### src/source/queue_mem_pkg.sv
/* Queue memory geometry */

package queue_mem_pkg;

    ////////////////////////////////////////////////////////////
    // Geometry

    localparam int WORD_BYTES     = 8;
    localparam int WORDS_PER_PAGE = 4;
    localparam int NUM_PAGES      = 16;
    localparam int MEM_DEPTH      = WORDS_PER_PAGE * NUM_PAGES;

    ////////////////////////////////////////////////////////////
    // Word and keep types

    typedef logic [WORD_BYTES*8-1:0] word_t;
    typedef logic [WORD_BYTES-1:0]   keep_t;

    // Zero means a full word, otherwise the number of valid low bytes
    typedef logic [$clog2(WORD_BYTES)-1:0] keep_code_t;

    // Valid bytes of a word, 1 to 8
    typedef logic [$clog2(WORD_BYTES):0] byte_count_t;

    // Keep code with the last flag in the top bit
    typedef logic [$clog2(WORD_BYTES):0] ram_code_t;

    ////////////////////////////////////////////////////////////
    // Addressing

    typedef logic [$clog2(NUM_PAGES)-1:0]      page_ptr_t;
    typedef logic [$clog2(WORDS_PER_PAGE)-1:0] word_offset_t;

    // Page number above word offset
    typedef logic [$clog2(MEM_DEPTH)-1:0] mem_addr_t;

endpackage

### src/source/queue_ctrl_pkg.sv
/* Queue control types */

package queue_ctrl_pkg;

    import queue_mem_pkg::*;

    localparam int NUM_QUEUES = 4;

    typedef logic [$clog2(NUM_QUEUES)-1:0] queue_id_t;

    // Words held by one queue, up to the whole memory
    typedef logic [$clog2(MEM_DEPTH+1)-1:0] word_count_t;

    // Free pages, 0 to NUM_PAGES
    typedef logic [$clog2(NUM_PAGES+1)-1:0] page_count_t;

    // Last winner of the table arbiter
    typedef enum logic {
        owner_enq,
        owner_deq
    } arb_owner_t;

    // Start of packet tracking in the writer
    typedef enum logic {
        pkt_idle,
        pkt_body
    } pkt_state_t;

endpackage

### src/source/queue_ptr_table.sv
/* Queue pointer table and arbiter */

`timescale 1ns/100ps

module queue_ptr_table
    import queue_mem_pkg::*, queue_ctrl_pkg::*;
(
    input  logic                  packet_in,
    input  logic                  arst_n,
    input  logic                  enq_req,
    input  queue_id_t             enq_queue,
    output logic                  enq_gnt,
    output mem_addr_t             enq_addr,
    input  logic                  deq_req,
    input  queue_id_t             deq_req_queue,
    output logic                  deq_gnt,
    output mem_addr_t             deq_addr,
    output logic                  deq_empty,
    input  logic                  alloc_avail,
    output logic                  alloc_take,
    input  page_ptr_t             alloc_page,
    output logic                  free_valid,
    output page_ptr_t             free_page,
    output logic [NUM_QUEUES-1:0] queue_nonempty
);

    localparam word_offset_t LAST_OFFSET = word_offset_t'(WORDS_PER_PAGE - 1);

    page_ptr_t    head_page [NUM_QUEUES];
    word_offset_t head_off  [NUM_QUEUES];
    page_ptr_t    tail_page [NUM_QUEUES];
    word_offset_t tail_off  [NUM_QUEUES];
    word_count_t  count     [NUM_QUEUES];
    page_ptr_t    link      [NUM_PAGES];
    arb_owner_t   last_winner;

    logic         enq_need_page;
    logic         enq_ok;
    page_ptr_t    enq_page;
    word_offset_t enq_off;
    logic         deq_last_off;

    ////////////////////////////////////////////////////////////
    // Address generation

    // New page for an empty queue or after a full tail page
    assign enq_need_page = (count[enq_queue] == '0) || (tail_off[enq_queue] == LAST_OFFSET);
    assign enq_ok        = enq_req && (!enq_need_page || alloc_avail);
    assign enq_page      = enq_need_page ? alloc_page : tail_page[enq_queue];
    assign enq_off       = enq_need_page ? '0 : word_offset_t'(tail_off[enq_queue] + 1'b1);
    assign enq_addr      = {enq_page, enq_off};

    assign deq_empty    = (count[deq_req_queue] == '0);
    assign deq_last_off = (head_off[deq_req_queue] == LAST_OFFSET);
    assign deq_addr     = {head_page[deq_req_queue], head_off[deq_req_queue]};

    ////////////////////////////////////////////////////////////
    // Round-robin arbiter

    // Writer wins unless the reader also asks and the writer won last
    assign enq_gnt = enq_ok && (!deq_req || last_winner == owner_deq);
    assign deq_gnt = deq_req && !enq_gnt;

    assign alloc_take = enq_gnt && enq_need_page;
    assign free_page  = head_page[deq_req_queue];
    assign free_valid = deq_gnt && !deq_empty
                        && (deq_last_off || count[deq_req_queue] == word_count_t'(1));

    always_comb begin
        for (int q = 0; q < NUM_QUEUES; q++) begin
            queue_nonempty[q] = (count[q] != '0);
        end
    end

    ////////////////////////////////////////////////////////////
    // Pointer state

    always_ff @(posedge packet_in or negedge arst_n) begin
        if (!arst_n) begin
            last_winner <= owner_deq;
            for (int q = 0; q < NUM_QUEUES; q++) begin
                head_page[q] <= '0;
                head_off[q]  <= '0;
                tail_page[q] <= '0;
                tail_off[q]  <= '0;
                count[q]     <= '0;
            end
        end else begin
            if (enq_gnt) begin
                last_winner          <= owner_enq;
                count[enq_queue]     <= count[enq_queue] + 1'b1;
                tail_page[enq_queue] <= enq_page;
                tail_off[enq_queue]  <= enq_off;
                // First word of an empty queue also sets head
                if (count[enq_queue] == '0) begin
                    head_page[enq_queue] <= enq_page;
                    head_off[enq_queue]  <= '0;
                end
            end
            if (deq_gnt) begin
                last_winner <= owner_deq;
                if (!deq_empty) begin
                    count[deq_req_queue] <= count[deq_req_queue] - 1'b1;
                    if (deq_last_off) begin
                        head_page[deq_req_queue] <= link[head_page[deq_req_queue]];
                        head_off[deq_req_queue]  <= '0;
                    end else begin
                        head_off[deq_req_queue] <= head_off[deq_req_queue] + 1'b1;
                    end
                end
            end
        end
    end

    // Chain the new page behind the old tail page
    always_ff @(posedge packet_in) begin
        if (alloc_take && count[enq_queue] != '0) begin
            link[tail_page[enq_queue]] <= alloc_page;
        end
    end

endmodule

### config.mk
export PLATFORM = sky130hd
export DESIGN_NAME = queue_ptr_table
export DESIGN_NICKNAME = d
export VERILOG_FILES = /design/src/source/queue_mem_pkg.sv /design/src/source/queue_ctrl_pkg.sv /design/src/source/queue_ptr_table.sv
export SDC_FILE = /design/constraint.sdc
export NUM_CORES = 1
export LEC_CHECK = 0
export ABC_AREA = 1
export BUFFER_PORTS_ARGS = -buffer_cell sky130_fd_sc_hd__buf_2
export CAP_MARGIN = 30
export CORE_ASPECT_RATIO = 0.9
export CORE_MARGIN = 5
export CORE_UTILIZATION = 50
export CTS_CLUSTER_SIZE = 14
export DETAILED_ROUTE_END_ITERATION = 7
export PLACE_DENSITY = 0.67
export SYNTH_ARGS = -nofsm -noshare
export SYNTH_HDL_FRONTEND = slang
export SYNTH_SLANG_ARGS = --single-unit
### constraint.sdc
create_clock -name packet_in -period 6.2 [get_ports packet_in]
set_input_delay 0 -clock packet_in [delete_from_list [all_inputs] [get_ports packet_in]]
set_output_delay 0 -clock packet_in [all_outputs]
set_load 0.005 [all_outputs]
Yosys cells after proc, flatten, opt, wreduce, memory -nomap -nowiden

Memory sizes are Yosys's and may differ from the RTL's.
Index checks and enable logic that the tools add are counted.

Register bits: 77
Bits in latches: 0
Bits in writable memories: 64
ROM bits: 0
Input port bits: 13
Output and inout port bits: 25
Logic and storage cells: 120
Memories kept: 1

Memory list:

| name | depth | width | rd ports | clocked after memory_dff | write ports | line                  | text |
|---|---|---|---|---|---|---|---|
| link | 16    | 4     | 1        | 0                        | 1           | queue_ptr_table.sv:34 | `page_ptr_t link [NUM_PAGES];` |

Add/subtract/negate cells: 4
$mul: 0
Divide/modulo/power cells: 0
Magnitude comparators: 4
Eq/ne operators: 3
Shift operators: 0
Mux-type cells: 56
Bitwise logic cells: 6
Reduce and logical (&&, ||, !) cells: 25

Operators with widths:

| operator              | count |
|---|---|
| $mux W28              | 3 |
| $mux W16              | 5 |
| $bwmux W28            | 2 |
| $bwmux W16            | 3 |
| $mux W7               | 6 |
| $mux W8               | 5 |
| $reduce_bool A7 Y1    | 5 |
| $bmux W7 S2           | 2 |
| $demux W7 S2          | 2 |
| $mux W4               | 7 |
| $and A8 B8 Y8         | 2 |
| $bmux W4 S2           | 2 |
| $bwmux W8             | 2 |
| $demux W4 S2          | 2 |
| $not A8 Y8            | 2 |
| $logic_not A7 Y1      | 2 |
| $mux W2               | 7 |
| $logic_and A1 B1 Y1   | 9 |
| $bmux W2 S2           | 2 |
| $demux W2 S2          | 2 |
| $add A7 B1 Y7 const B | 1 |
| $eq A7 B1 Y1 const B  | 1 |
| $sub A7 B1 Y7 const B | 1 |
| $ge A3 B3 Y1 const B  | 2 |
| other kinds (8)       | 21 |

Depth between registers and ports, before layout

Word-level depth: 15
Gate-level depth with buffers: 20
Gate-level depth less buffers: 17

Least setup slack after synthesis

OpenSTA, ideal clock, no wires.

Path type: input -> register
From: in enq_queue[0]
To: mem link[0][0] in the netlist's numbering (enable)
Setup time: 329 ps
Arrival: 2,159 ps
Data required time: 5,871 ps
Slack: 3,712 ps
Cell stages on the path: 19
Buffers on the path: 3
Cell sequence: buf_6 > buf_6 > nand2_2 > clkinv_1 > nand2_1 > nand4_2 > inv_1 > ha_1 > inv_1 > nor2_1 > nand3_2 > nand2_4 > buf_4 > nand2_1 > inv_1 > nand2_1 > inv_1 > nand2_1 > nor2_1

Word-level cells in the longest chain between the ends: 14

Ends and longest elaborated chain:

| element                                                                      | line                   | text |
|---|---|---|
| start: declaration                                                           | queue_ptr_table.sv:11  | `input queue_id_t enq_queue,` |
| $not A2 Y3 (implied by the code) *                                           | queue_ptr_table.sv:47  | `assign enq_need_page = (count[enq_queue] == '0) \|\| (tail_off[enq_queue] == LAST_OFFSET);` |
| $bmux W7 S2 / $bmux W2 S2 (equally long branches)                            | queue_ptr_table.sv:47  |  |
| $mux W7 (implied by the code) / $mux W2 (equally long branches) (2 in a row) | queue_ptr_table.sv:47  |  |
| $logic_not A7 Y1 / $eq A2 B2 Y1 (equally long branches)                      | queue_ptr_table.sv:47  |  |
| $logic_or A1 B1 Y1 *                                                         | queue_ptr_table.sv:47  |  |
| $logic_not A1 Y1                                                             | queue_ptr_table.sv:48  | `assign enq_ok = enq_req && (!enq_need_page \|\| alloc_avail);` |
| $logic_or A1 B1 Y1                                                           | queue_ptr_table.sv:48  |  |
| $logic_and A1 B1 Y1                                                          | queue_ptr_table.sv:48  |  |
| $logic_and A1 B1 Y1                                                          | queue_ptr_table.sv:61  | `assign enq_gnt = enq_ok && (!deq_req \|\| last_winner == owner_deq);` |
| $logic_and A1 B1 Y1 *                                                        | queue_ptr_table.sv:64  | `assign alloc_take = enq_gnt && enq_need_page;` |
| named net alloc_take                                                         | queue_ptr_table.sv:20  | `output logic alloc_take,` |
| $logic_and A1 B1 Y1 *                                                        | queue_ptr_table.sv:117 | `if (alloc_take && count[enq_queue] != '0) begin` |
| $mux W1 *                                                                    | queue_ptr_table.sv:117 |  |
| $mux W1 (implied by the code) *                                              | queue_ptr_table.sv:118 | `link[tail_page[enq_queue]] <= alloc_page;` |
| end: declaration                                                             | queue_ptr_table.sv:34  |  |

The timed path passes the listed nets; every way through them passes the cells marked *. The select of a mux whose other input is x is not followed.

Worst setup path after layout

From: reg count[22] in the netlist's numbering
To: out deq_gnt

Word-level cells in the longest chain between the ends: 11

Ends and longest elaborated chain:

| element                                    | line                   | text |
|---|---|---|
| start: declaration                         | queue_ptr_table.sv:33  | `word_count_t count [NUM_QUEUES];` |
| start signal: indexed assignment           | queue_ptr_table.sv:91  | `count[enq_queue] <= count[enq_queue] + 1'b1;` |
| start signal: indexed assignment           | queue_ptr_table.sv:103 | `count[deq_req_queue] <= count[deq_req_queue] - 1'b1;` |
| $bmux W7 S2                                | queue_ptr_table.sv:47  |  |
| $mux W7 (implied by the code) (2 in a row) | queue_ptr_table.sv:47  |  |
| $logic_not A7 Y1                           | queue_ptr_table.sv:47  |  |
| $logic_or A1 B1 Y1                         | queue_ptr_table.sv:47  |  |
| $logic_not A1 Y1                           | queue_ptr_table.sv:48  |  |
| $logic_or A1 B1 Y1                         | queue_ptr_table.sv:48  |  |
| $logic_and A1 B1 Y1                        | queue_ptr_table.sv:48  |  |
| $logic_and A1 B1 Y1                        | queue_ptr_table.sv:61  |  |
| $logic_not A1 Y1                           | queue_ptr_table.sv:62  | `assign deq_gnt = deq_req && !enq_gnt;` |
| $logic_and A1 B1 Y1                        | queue_ptr_table.sv:62  |  |
| end: declaration                           | queue_ptr_table.sv:16  | `output logic deq_gnt,` |

Every way passes these cells. The select of a mux whose other input is x is not followed.

==> summary.txt <==
OUTCOME
--------------------------------------------------------------------------------
Run status ........................................................ finished, final reports clean

SYNTH
--------------------------------------------------------------------------------
Fraction of synthesized cell area taken by the top area cell type .       0.2386
Number of enable flip-flop cells after synthesis ..................           64
Most instantiated library cell after synthesis ....................      nand2_1
Synth Flop Type ...................................................      dfrtp_1
Synthesized area per cell .........................................    7.828 um2
Number of warnings printed during yosys synthesis .................            0
Library cells used by synthesis ...................................           46
Synthesized area .................................................. 0.008055 mm2
Flip-flop and latch count after synthesis .........................          141
Async SR Flop Fraction ............................................       0.5461
Number of instances in the synthesized netlist ....................         1029
Sequential area share after synthesis .............................       0.4779
Synthesized net count .............................................         1048
Synth cell count leaders .......................................... 336 x nand2_1, 133 x nor2_1, 96 x nand3_1
Cell type with the highest aggregate area in the netlist ..........     edfxtp_1
Top area cells in the synthesized netlist ......................... edfxtp_1 24%, dfrtp_1 24%, nand2_1 16%

CELLS AND AREA
--------------------------------------------------------------------------------
Nets ..............................................................         1079
Area overhead of the layout relative to synthesis .................       11.46%
Post-route insts no fill ..........................................         1280
Number of inserted diodes .........................................            0
Layout cell share with drive strength beyond 1 ....................       0.1193

PWR
--------------------------------------------------------------------------------
Worst voltage drop across the vdd grid ............................  0.0003022 V
Power density cells ............................................... 462.1 mW/mm2
Leakage ...........................................................     4.252 nW
Total Power Consumption ...........................................     4.149 mW

FLOORPLANNING
--------------------------------------------------------------------------------
Die W .............................................................     143.8 um
Die ar. ...........................................................  0.01875 mm2
Core region area ..................................................  0.01597 mm2
I/O pin cnt .......................................................           38
Overall die height ................................................     130.4 um
Effective utilization at floorplan ................................       0.5045
Placement row count ...............................................           44

WORST SETUP PATH
--------------------------------------------------------------------------------
Worst Path Arrival ................................................      2.92 ns
Critical path startpoint category .................................    flip-flop
WS Path Type ......................................................   reg -> out
Data required time of the worst path ..............................      6.20 ns
Worst-path fanout max .............................................           37
Setup slack of the most critical reg-to-reg path ..................      3.42 ns
Crit end category .................................................   output pin

GLOBAL ROUTING
--------------------------------------------------------------------------------
Via count of the first global-routing pass ........................         6609
Total gr overflow .................................................            0
Total track usage .................................................       0.2546
Pin count of the biggest net entering global routing ..............           59
Number of antenna violations at the first check in global routing .            0
First-pass GRT wire length ........................................     36.72 mm

PLACEMENT
--------------------------------------------------------------------------------
Port buffer count .................................................           37
Placed instance count .............................................         1243
Placed wire-length estimate .......................................     15.91 mm
RePlAce Congestion ................................................       0.9468

TIMING
--------------------------------------------------------------------------------
Hold Fails Final Rpt ..............................................            0
Final number of setup-violating endpoints .........................            0
Worst setup skew after layout .....................................  0.009136 ns
Slew margin rel. ..................................................       0.3744
Least-Margin Pin Slew .............................................    0.9350 ns
Summed negative setup slack over all endpoints ....................         0 ns
Unrepaired setup endpoints after global routing ...................        false
Period Utilization, post-route ....................................       0.4711
Number of max-slew violations in the final report .................            0
Time the worst path needs with I/O delays and setup ...............     2.921 ns
Highest Clock Rate ................................................    342.4 MHz

CTS
--------------------------------------------------------------------------------
Clk root buf ......................................................    clkbuf_16
CTS clock-pin slew for the worst setup and hold paths .............      0.06 ns
Worst-Skew Late Latency ...........................................      0.43 ns
Clock tree from TritonCTS .........................................        built
CTS buffer count ..................................................           17
Worst-case clock buffer depth .....................................            2
CTS resizes .......................................................            0
Number of clock sinks .............................................          141
Maximum level of the CTS H-tree ...................................            4
Post-CTS setup buffer count .......................................            0
Hold_buf cts ......................................................            5

ROUTING
--------------------------------------------------------------------------------
Residual DRC count ................................................            0
First drt pass iteration count ....................................            7
Residual antenna-violating net count after detailed routing .......            0
Routed wire per std cell ..........................................     17.61 um
Vias/cell .........................................................        5.521
First-iteration detailed-routing DRC count ........................          816
Total number of vias ..............................................         7067
Total detailed-routing wirelength .................................     22.54 mm

MIN PATH
--------------------------------------------------------------------------------
Worst min-delay path category .....................................    in -> reg

FLOW RUN
--------------------------------------------------------------------------------
Maximum capacitance violations ....................................            0

## power breakdown
| part | switching, mW | leakage [nW] | internal (mW) |
|---|---|---|---|
| sequential | 0.224 | 1.54 | 1.22 |
| combinational | 1.12 | 2.41 | 0.514 |
| clock | 0.403 | 0.296 | 0.673 |
## cell usage in the layout, fill, tap and decap left out, types with 6 or more instances in the layout
cell type,count
nand3_1,96
clkbuf_16,17
edfxtp_1,64
nand3_2,6
ha_1,6
nand2_1,336
nor2_1,133
o21ai_0,43
a31oi_1,20
buf_4,6
a22oi_1,7
nor2_2,12
o22ai_1,7
buf_2,36
o21ai_1,7
nand4_1,16
inv_1,86
nand3b_1,16
inv_2,11
dfrtp_1,76
## critical path: stages, from the launching register on
cell and delay (ns):
dfrtp_1 0.37, inv_1 0.14, o21ai_0 0.14, a21oi_1 0.27
ha_1 0.18, inv_1 0.04, nor2_1 0.12, nand3_2 0.17
nand2_4 0.21, nand2_4 0.11, nand2_8 0.24, nand2_1 0.14
clkinv_1 0.17, buf_2 0.17
## flip-flops by register name (all words and copies together) (netlist names)
name	count
count	28
head_off	8
head_page	16
last_winner	1
link	64
tail_off	8
tail_page	16
## layout make-up
type | instances | area [um2]
Clock buffer | 18 | 429.2
Tap cell | 207 | 259.0
Sequential cell | 141 | 3850
Clock inverter | 14 | 191.4
Fill cell | 1506 | 6987
Timing Repair Buffer | 48 | 302.8
Multi-Input combinational cell | 750 | 3558
Inverter | 102 | 387.9
## worst paths after layout
path                               start          end  depth (start not counted)
max                            count[22]      deq_gnt                         13
min                        alloc_page[2]   link[4][2]                          1
max reg2reg                    count[22]  link[15][3]                         12
min reg2reg                  tail_off[7]  tail_off[7]                          2
max in group asynchronous         arst_n    count[25]                          4
min in group asynchronous         arst_n    count[26]                          3
## stage by stage
step / area [um2] / util / setup WS [ns] / hold slack [ns]
finish: 8979 / 0.5624 / 3.279 / 0.002927
global route: 8979 / 0.5624 / 3.073 / 0.01662
CTS: 8979 / 0.5624 / 3.273 / 0.005182
detailed placement: 8308 / 0.5204 / 3.128 / -0.08940
global placement: 8280 / 0.5187 / 3.248 / 0.2424
floorplan: 8055 / - / 3.712 / -0.2956
## kinds of logic (layout without fill, tap and decap cells)
group / after synthesis / after routing / share of synthesized area
buf+inv: 138 / 182 / 0.08030
fa+ha+maj: 6 / 6 / 0.009319
simple gates: 639 / 639 / 0.3515
compound gates: 100 / 100 / 0.07549
flops: 141 / 141 / 0.4779
xor+xnor: 5 / 5 / 0.005437
## layer usage
layer / wire [um] / track usage
met5: 0 / 0
met4: 294 / 0.07198
met3: 2070 / 0.06696
met2: 9656 / 0.3668
met1: 10520 / 0.3808
Power figures use the tool's default switching activity.
